[src/source/corePkg.sv]
package corePkg;

    // Data and address width
    localparam int XLEN       = 32;
    localparam int REG_ADDR_W = 5;

    // Major opcodes
    localparam logic [6:0] OP_RTYPE  = 7'b0110011;
    localparam logic [6:0] OP_ITYPE  = 7'b0010011;
    localparam logic [6:0] OP_LOAD   = 7'b0000011;
    localparam logic [6:0] OP_STORE  = 7'b0100011;
    localparam logic [6:0] OP_BRANCH = 7'b1100011;
    localparam logic [6:0] OP_JAL    = 7'b1101111;

    // Funct3 codes for ALU, branch and memory instructions
    localparam logic [2:0] F3_ADD  = 3'b000;
    localparam logic [2:0] F3_SLT  = 3'b010;
    localparam logic [2:0] F3_XOR  = 3'b100;
    localparam logic [2:0] F3_OR   = 3'b110;
    localparam logic [2:0] F3_AND  = 3'b111;
    localparam logic [2:0] F3_BEQ  = 3'b000;
    localparam logic [2:0] F3_BNE  = 3'b001;
    localparam logic [2:0] F3_WORD = 3'b010;

    // Funct7 for plain R-type ops and for SUB
    localparam logic [6:0] F7_BASE = 7'b0000000;
    localparam logic [6:0] F7_SUB  = 7'b0100000;

    typedef enum logic [2:0] {
        ALU_ADD,
        ALU_SUB,
        ALU_AND,
        ALU_OR,
        ALU_XOR,
        ALU_SLT
    } aluOp_t;

    typedef enum logic [1:0] {
        IMM_I,
        IMM_S,
        IMM_B,
        IMM_J
    } immSel_t;

    typedef enum logic [1:0] {
        RES_ALU,
        RES_MEM,
        RES_PC4
    } resultSel_t;

    // One instruction word seen through its encoding formats
    typedef union packed {
        struct packed {
            logic [6:0]            funct7;
            logic [REG_ADDR_W-1:0] rs2;
            logic [REG_ADDR_W-1:0] rs1;
            logic [2:0]            funct3;
            logic [REG_ADDR_W-1:0] rd;
            logic [6:0]            opcode;
        } rFmt;
        struct packed {
            logic [11:0]           imm;
            logic [REG_ADDR_W-1:0] rs1;
            logic [2:0]            funct3;
            logic [REG_ADDR_W-1:0] rd;
            logic [6:0]            opcode;
        } iFmt;
        struct packed {
            logic [6:0]            immHi;
            logic [REG_ADDR_W-1:0] rs2;
            logic [REG_ADDR_W-1:0] rs1;
            logic [2:0]            funct3;
            logic [4:0]            immLo;
            logic [6:0]            opcode;
        } sFmt;
        // B layout; JAL's immediate is also pulled from these raw bits
        struct packed {
            logic [6:0]            immHi;
            logic [REG_ADDR_W-1:0] rs2;
            logic [REG_ADDR_W-1:0] rs1;
            logic [2:0]            funct3;
            logic [4:0]            immLo;
            logic [6:0]            opcode;
        } bFmt;
    } instrWord_t;

    // Decoded controls for the datapath
    typedef struct packed {
        logic       regWrite;
        logic       memWrite;
        logic       aluSrcImm;
        immSel_t    immSel;
        resultSel_t resultSel;
        logic       branch;
        logic       branchNe;
        logic       jump;
        aluOp_t     aluOp;
    } ctrlSig_t;

endpackage

[src/source/aluCore.sv]
module aluCore import corePkg::*; (
    input  logic [XLEN-1:0] a,
    input  logic [XLEN-1:0] b,
    input  aluOp_t          aluOp,
    output logic [XLEN-1:0] result,
    output logic            zero
);

    logic lessThan;

    // Signed compare for SLT
    assign lessThan = $signed(a) < $signed(b);

    always_comb begin
        case (aluOp)
            ALU_ADD: begin
                result = a + b;
            end
            ALU_SUB: begin
                result = a - b;
            end
            ALU_AND: begin
                result = a & b;
            end
            ALU_OR: begin
                result = a | b;
            end
            ALU_XOR: begin
                result = a ^ b;
            end
            ALU_SLT: begin
                result = {{(XLEN-1){1'b0}}, lessThan};
            end
            default: begin
                result = a + b;
            end
        endcase
    end

    // Used for BEQ/BNE after a subtract
    assign zero = (result == '0);

endmodule

[src/source/controlUnit.sv]
module controlUnit import corePkg::*; (
    input  instrWord_t instr,
    output ctrlSig_t   ctrl,
    output logic       illegalInstr
);

    always_comb begin
        // Defaults describe a no-op
        ctrl.regWrite  = 1'b0;
        ctrl.memWrite  = 1'b0;
        ctrl.aluSrcImm = 1'b0;
        ctrl.immSel    = IMM_I;
        ctrl.resultSel = RES_ALU;
        ctrl.branch    = 1'b0;
        ctrl.branchNe  = 1'b0;
        ctrl.jump      = 1'b0;
        ctrl.aluOp     = ALU_ADD;
        illegalInstr   = 1'b0;

        case (instr.rFmt.opcode)
            OP_RTYPE: begin
                ctrl.regWrite = 1'b1;
                case (instr.rFmt.funct7)
                    F7_BASE: begin
                        case (instr.rFmt.funct3)
                            F3_ADD:  ctrl.aluOp = ALU_ADD;
                            F3_SLT:  ctrl.aluOp = ALU_SLT;
                            F3_XOR:  ctrl.aluOp = ALU_XOR;
                            F3_OR:   ctrl.aluOp = ALU_OR;
                            F3_AND:  ctrl.aluOp = ALU_AND;
                            default: illegalInstr = 1'b1;
                        endcase
                    end
                    F7_SUB: begin
                        if (instr.rFmt.funct3 == F3_ADD) ctrl.aluOp = ALU_SUB;
                        else illegalInstr = 1'b1;
                    end
                    default: illegalInstr = 1'b1;
                endcase
            end
            OP_ITYPE: begin
                ctrl.regWrite  = 1'b1;
                ctrl.aluSrcImm = 1'b1;
                // No SLTI in this core
                case (instr.iFmt.funct3)
                    F3_ADD:  ctrl.aluOp = ALU_ADD;
                    F3_XOR:  ctrl.aluOp = ALU_XOR;
                    F3_OR:   ctrl.aluOp = ALU_OR;
                    F3_AND:  ctrl.aluOp = ALU_AND;
                    default: illegalInstr = 1'b1;
                endcase
            end
            OP_LOAD: begin
                ctrl.regWrite  = 1'b1;
                ctrl.aluSrcImm = 1'b1;
                ctrl.resultSel = RES_MEM;
                if (instr.iFmt.funct3 != F3_WORD) illegalInstr = 1'b1;
            end
            OP_STORE: begin
                ctrl.memWrite  = 1'b1;
                ctrl.aluSrcImm = 1'b1;
                ctrl.immSel    = IMM_S;
                if (instr.sFmt.funct3 != F3_WORD) illegalInstr = 1'b1;
            end
            OP_BRANCH: begin
                // Subtract so that zero means equal
                ctrl.branch   = 1'b1;
                ctrl.immSel   = IMM_B;
                ctrl.aluOp    = ALU_SUB;
                ctrl.branchNe = (instr.bFmt.funct3 == F3_BNE);
                if (instr.bFmt.funct3 != F3_BEQ && instr.bFmt.funct3 != F3_BNE) begin
                    illegalInstr = 1'b1;
                end
            end
            OP_JAL: begin
                ctrl.regWrite  = 1'b1;
                ctrl.jump      = 1'b1;
                ctrl.immSel    = IMM_J;
                ctrl.resultSel = RES_PC4;
            end
            default: illegalInstr = 1'b1;
        endcase

        // Illegal encodings fall through as a plain pc+4
        if (illegalInstr) begin
            ctrl.regWrite = 1'b0;
            ctrl.memWrite = 1'b0;
            ctrl.branch   = 1'b0;
            ctrl.jump     = 1'b0;
        end
    end

endmodule

[src/source/dataPath.sv]
module dataPath import corePkg::*; (
    input  logic            clk,
    input  logic            rstN,
    input  instrWord_t      instr,
    input  ctrlSig_t        ctrl,
    input  logic [XLEN-1:0] readData,
    output logic [XLEN-1:0] pc,
    output logic [XLEN-1:0] dataAddr,
    output logic [XLEN-1:0] writeData
);

    logic [XLEN-1:0] immExt;
    logic [XLEN-1:0] srcB;
    logic [XLEN-1:0] aluResult;
    logic            zero;
    logic [XLEN-1:0] rs1Data;
    logic [XLEN-1:0] rs2Data;
    logic [XLEN-1:0] result;
    logic [XLEN-1:0] pcPlus4;
    logic [XLEN-1:0] pcTarget;
    logic [XLEN-1:0] pcNext;
    logic            taken;

    // Immediate extraction per format
    always_comb begin
        case (ctrl.immSel)
            IMM_I: begin
                immExt = {{20{instr.iFmt.imm[11]}}, instr.iFmt.imm};
            end
            IMM_S: begin
                immExt = {{20{instr.sFmt.immHi[6]}}, instr.sFmt.immHi, instr.sFmt.immLo};
            end
            IMM_B: begin
                immExt = {{20{instr.bFmt.immHi[6]}}, instr.bFmt.immLo[0],
                          instr.bFmt.immHi[5:0], instr.bFmt.immLo[4:1], 1'b0};
            end
            default: begin
                // JAL bits rebuilt from the B view fields
                immExt = {{12{instr.bFmt.immHi[6]}}, instr.bFmt.rs1, instr.bFmt.funct3,
                          instr.bFmt.rs2[0], instr.bFmt.immHi[5:0],
                          instr.bFmt.rs2[4:1], 1'b0};
            end
        endcase
    end

    regFile regFile0 (
        .clk     (clk),
        .rstN    (rstN),
        .rs1Addr (instr.rFmt.rs1),
        .rs2Addr (instr.rFmt.rs2),
        .rdAddr  (instr.rFmt.rd),
        .rdData  (result),
        .rdWrite (ctrl.regWrite),
        .rs1Data (rs1Data),
        .rs2Data (rs2Data)
    );

    assign srcB = ctrl.aluSrcImm ? immExt : rs2Data;

    aluCore alu0 (
        .a      (rs1Data),
        .b      (srcB),
        .aluOp  (ctrl.aluOp),
        .result (aluResult),
        .zero   (zero)
    );

    // Memory port
    assign dataAddr  = aluResult;
    assign writeData = rs2Data;

    // Next pc
    assign pcPlus4  = pc + XLEN'(4);
    assign pcTarget = pc + immExt;
    assign taken    = ctrl.jump || (ctrl.branch && (zero != ctrl.branchNe));
    assign pcNext   = taken ? pcTarget : pcPlus4;

    always_ff @(posedge clk or negedge rstN) begin
        if (!rstN) begin
            pc <= '0;
        end else begin
            pc <= pcNext;
        end
    end

    // Write-back source
    always_comb begin
        case (ctrl.resultSel)
            RES_MEM: result = readData;
            RES_PC4: result = pcPlus4;
            default: result = aluResult;
        endcase
    end

    // Targets are word aligned, so pc never drifts off alignment
    assert property (@(posedge clk) disable iff (!rstN) pc[1:0] == 2'b00);

endmodule

[src/source/regFile.sv]
module regFile import corePkg::*; (
    input  logic                  clk,
    input  logic                  rstN,
    input  logic [REG_ADDR_W-1:0] rs1Addr,
    input  logic [REG_ADDR_W-1:0] rs2Addr,
    input  logic [REG_ADDR_W-1:0] rdAddr,
    input  logic [XLEN-1:0]       rdData,
    input  logic                  rdWrite,
    output logic [XLEN-1:0]       rs1Data,
    output logic [XLEN-1:0]       rs2Data
);

    // Storage for x1 to x31 only
    logic [XLEN-1:0] regs [1:31];

    always_ff @(posedge clk or negedge rstN) begin
        if (!rstN) begin
            for (int i = 1; i < 32; i++) begin
                regs[i] <= '0;
            end
        end else if (rdWrite && rdAddr != '0) begin
            regs[rdAddr] <= rdData;
        end
    end

    assign rs1Data = (rs1Addr == '0) ? '0 : regs[rs1Addr];
    assign rs2Data = (rs2Addr == '0) ? '0 : regs[rs2Addr];

endmodule

[src/source/riscCore.sv]
module riscCore import corePkg::*; (
    input  logic            clk,
    input  logic            rstN,
    input  logic [XLEN-1:0] instr,
    input  logic [XLEN-1:0] readData,
    output logic [XLEN-1:0] pc,
    output logic [XLEN-1:0] dataAddr,
    output logic [XLEN-1:0] writeData,
    output logic            memWrite,
    output logic            illegalInstr
);

    instrWord_t instrWord;
    ctrlSig_t   ctrl;

    assign instrWord = instr;

    // Decoder
    controlUnit ctrl0 (
        .instr        (instrWord),
        .ctrl         (ctrl),
        .illegalInstr (illegalInstr)
    );

    // Register file, ALU and pc
    dataPath dp0 (
        .clk       (clk),
        .rstN      (rstN),
        .instr     (instrWord),
        .ctrl      (ctrl),
        .readData  (readData),
        .pc        (pc),
        .dataAddr  (dataAddr),
        .writeData (writeData)
    );

    // No store strobe while the core is held in reset
    assign memWrite = rstN && ctrl.memWrite;

endmodule

[config.mk]
export PLATFORM = sky130hd
export DESIGN_NAME = riscCore
export DESIGN_NICKNAME = d
export VERILOG_FILES = /design/src/source/corePkg.sv /design/src/source/aluCore.sv /design/src/source/controlUnit.sv /design/src/source/dataPath.sv /design/src/source/regFile.sv /design/src/source/riscCore.sv
export SDC_FILE = /design/constraint.sdc
export NUM_CORES = 2
export LEC_CHECK = 0
export ABC_AREA = 1
export BUFFER_PORTS_ARGS = -buffer_cell sky130_fd_sc_hd__buf_2
export CAP_MARGIN = 10
export CELL_PAD_IN_SITES_DETAIL_PLACEMENT = 0
export CELL_PAD_IN_SITES_GLOBAL_PLACEMENT = 1
export CORE_UTILIZATION = 40
export CTS_BUF_LIST = sky130_fd_sc_hd__clkbuf_8
export CTS_CLUSTER_DIAMETER = 80
export DETAILED_ROUTE_END_ITERATION = 7
export PLACE_DENSITY = 0.79
export SLEW_MARGIN = 20
export SYNTH_ARGS = -nofsm -noshare
export SYNTH_HDL_FRONTEND = slang
export SYNTH_SLANG_ARGS = --single-unit
[constraint.sdc]
create_clock -name clk -period 10.35 [get_ports clk]
set_input_delay 0.5175 -clock clk [delete_from_list [all_inputs] [get_ports clk]]
set_output_delay 0.5175 -clock clk [all_outputs]
set_load 0.01 [all_outputs]
==> impl_metrics.py <==
metrics = {
    "layout": {
        "drive_above_1_share": 0.0858,
        "area_growth_syn_to_layout_pct": 9.84,
        "nets": 8934,
        "final_common_cell": "nand2_1",
        "fin_util": 0.444,
        "layout_common_cells": "nand2_1 (1961), o21ai_0 (1510), inv_1 (1043)",
    },
    "synth": {
        "synth_cell_types": 57,
        "synth_area_um2": 64100,
        "syn-instance-count": 8913,
        "async_flop_share": 1.00,
        "yosys_warnings": 0,
        "synth_seq_cells": 1024,
        "synth-main-ff-cell": "dfrtp_1",
        "syn-num-nets": 9116,
        "ys_seq_area_frac": 0.400,
        "synth_edf_count": 0,
        "avgSynthCellArea_um2": 7.19,
    },
    "route": {
        "num_vias": 67474,
        "remaining_drc_errors": 0,
        "totalWireLength_um": 305000,
        "antenna_left": 0,
        "drt-initial-drc-count": 9540,
        "viasPerCell": 6.16,
        "first_pass_iters": 7,
        "routedWlPerCell_um": 27.9,
    },
    "worst_setup_path": {
        "critPathKind": "input pin to flip-flop",
        "cp_max_fo": 113,
        "cp_common_cell": "nand2_1",
        "r2r_start": "dp0.regFile0.regs[298]",
        "critical_path_arrival_ns": 8.41,
        "critPathLaunchType": "input pin",
        "r2r_slack_ns": 3.59,
        "cp-endpoint": "dp0.pc[0]",
        "r2r_cells": 27,
        "slowest_stage": "o311ai_1",
        "slowest_delay_ns": 1.06,
        "crit_cells": 33,
        "crit_required_ns": 11.22,
        "startpoint": "instr[20]",
        "cp_num_buf_inv": 5,
        "endpoint_kind": "flip-flop",
        "reg2reg_to": "dp0.pc[0]",
        "critical-path-top-delay-family": "simple AND/OR/NAND/NOR gates",
    },
    "clock_network": {
        "cts_num_sinks": 1024,
        "insertion_delay_ns": 0.98,
        "post_cts_resized": 0,
        "cts_root_buf": "clkbuf_8",
        "clk_pin_slew_ns": 0.05,
        "htreeDepth": 4,
        "cts_tree": "yes",
        "clockBufferDepth": 3,
        "cts_buffers": 184,
    },
    "global_route": {
        "grt_use_total": 0.369,
        "globalRouteOverflowTotal": 0,
        "grt_pass1_wl_um": 442000,
        "grt_max_degree": 172,
        "antenna_found_initial": 9,
        "first_global_vias": 63526,
    },
    "floorplanning": {
        "pin_count": 164,
        "core_area_um2": 159000,
        "die_x_um": 402,
        "initial_core_util": 0.404,
        "dieArea_um2": 162000,
        "num_rows": 146,
        "die_h_um": 402,
    },
    "power": {
        "power_density_nw_per_um2": 157,
        "peakVddDrop_v": 0.000118,
        "p_leak_nw": 31.7,
    },
    "run_status": {
        "status": "complete, no violations",
    },
    "placed_design": {
        "dp_hpwl_um": 193000,
        "place_congestion": 1.01,
        "pre_cts_ws_ns": 2.02,
        "port_buffers": 163,
    },
    "sta": {
        "finalSetupViolCount": 0,
        "rsz0062_at_grt": "false",
        "hold_violations": 0,
        "min_period_ns": 7.54,
        "setup_slack_ns": 2.81,
        "final.setup.tns_ns": 0,
        "maxSlewViolCount": 0,
        "slew_headroom": 0.128,
        "clock_skew_ns": 0.0666,
        "finalCritPeriodShare": 0.729,
        "tightest_slew_ns": 1.29,
        "holdWs_ns": 0.192,
        "fmax_mhz": 133,
    },
    "hold_path": {
        "hold_class": "input pin to asynchronous set/reset pin",
    },
    "flow_run": {
        "maxCapViolations": 0,
    },
}
how the worst min path moves through the flow:
stage,start,to,slack (ns),cells after the start
final,rstN,dp0.regFile0.regs[715],0.19,2
after global routing,rstN,dp0.regFile0.regs[715],0.23,2
after CTS,instr[25],dp0.pc[5],0.17,5
after detailed placement,dp0.regFile0.regs[346],dp0.regFile0.regs[346],0.47,2
after global placement,dp0.regFile0.regs[666],dp0.regFile0.regs[666],0.46,2
after floorplan,rstN,dp0.pc[0],0.22,0
cell families after synthesis:
logic type	after synthesis	share of synthesized area
simple gates	2981	0.191
compound gates	2980	0.270
buf+inv	1734	0.104
flops	1024	0.400
fa+ha+maj	137	0.0271
xor+xnor	57	0.00779
flip-flops by register name, summed over array words and instances, names as in the netlist:
register,count
dp0.regFile0.regs,992
dp0.pc,32
metrics by stage:
step           cell area (µm²)  power, mW  std cells
2_1_floorplan            64100       5.74       8913
3_3_place_gp             66600       7.08      10614
3_5_place_dp             66600       7.07      10614
4_1_cts                  70300       11.0      10939
5_1_grt                  70400       11.4      10944
6_report                 70400       11.1      10948
Yosys cell counts (70+ instances only):
library cell / count / share of area
a21oi_1: 648 / 0.051
a221oi_1: 70 / 0.0096
clkbuf_1: 573 / 0.034
dfrtp_1: 1024 / 0.40
ha_1: 134 / 0.026
inv_1: 1007 / 0.059
nand2_1: 1967 / 0.12
nand3_1: 445 / 0.035
nor2_1: 404 / 0.024
o211ai_1: 108 / 0.013
o21ai_0: 1534 / 0.12
o21ai_1: 86 / 0.0067
o221ai_1: 320 / 0.044
cell type report:
cell class | count | area (µm²)
diodes | 7 | 17.5
clock buffers | 241 | 3320
clock inverters | 83 | 455
fillers | 16231 | 88300
inverters | 1037 | 3940
multi-input cells | 6155 | 32100
flip-flops and latches | 1024 | 25600
well taps | 2072 | 2590
repair buffers | 329 | 2340
metal layers:
metal	vias to the layer above	GRT usage	share of wire
met2	4417	0.541	0.42
met3	895	0.0958	0.12
li1	29812	-	-
met5	-	0	0.00030
met4	12	0.217	0.065
met1	32338	0.490	0.40
where the power goes:
group / total, mW / switching (mW) / internal (mW)
Clock: 3.96 / 1.87 / 2.09
Sequential: 4.13 / 0.0844 / 4.05
Combinational: 2.98 / 2.29 / 0.685
repair_timing:
| item | in CTS | in global routing |
|---|---|---|
| hold buffers | 1 | 0 |
| buffers inserted | 0 | 0 |
| setup endpoints to repair | 0 | 0 |
| hold endpoints to repair | 70 | 0 |
Note: power is estimated with default switching activity, not from simulation.
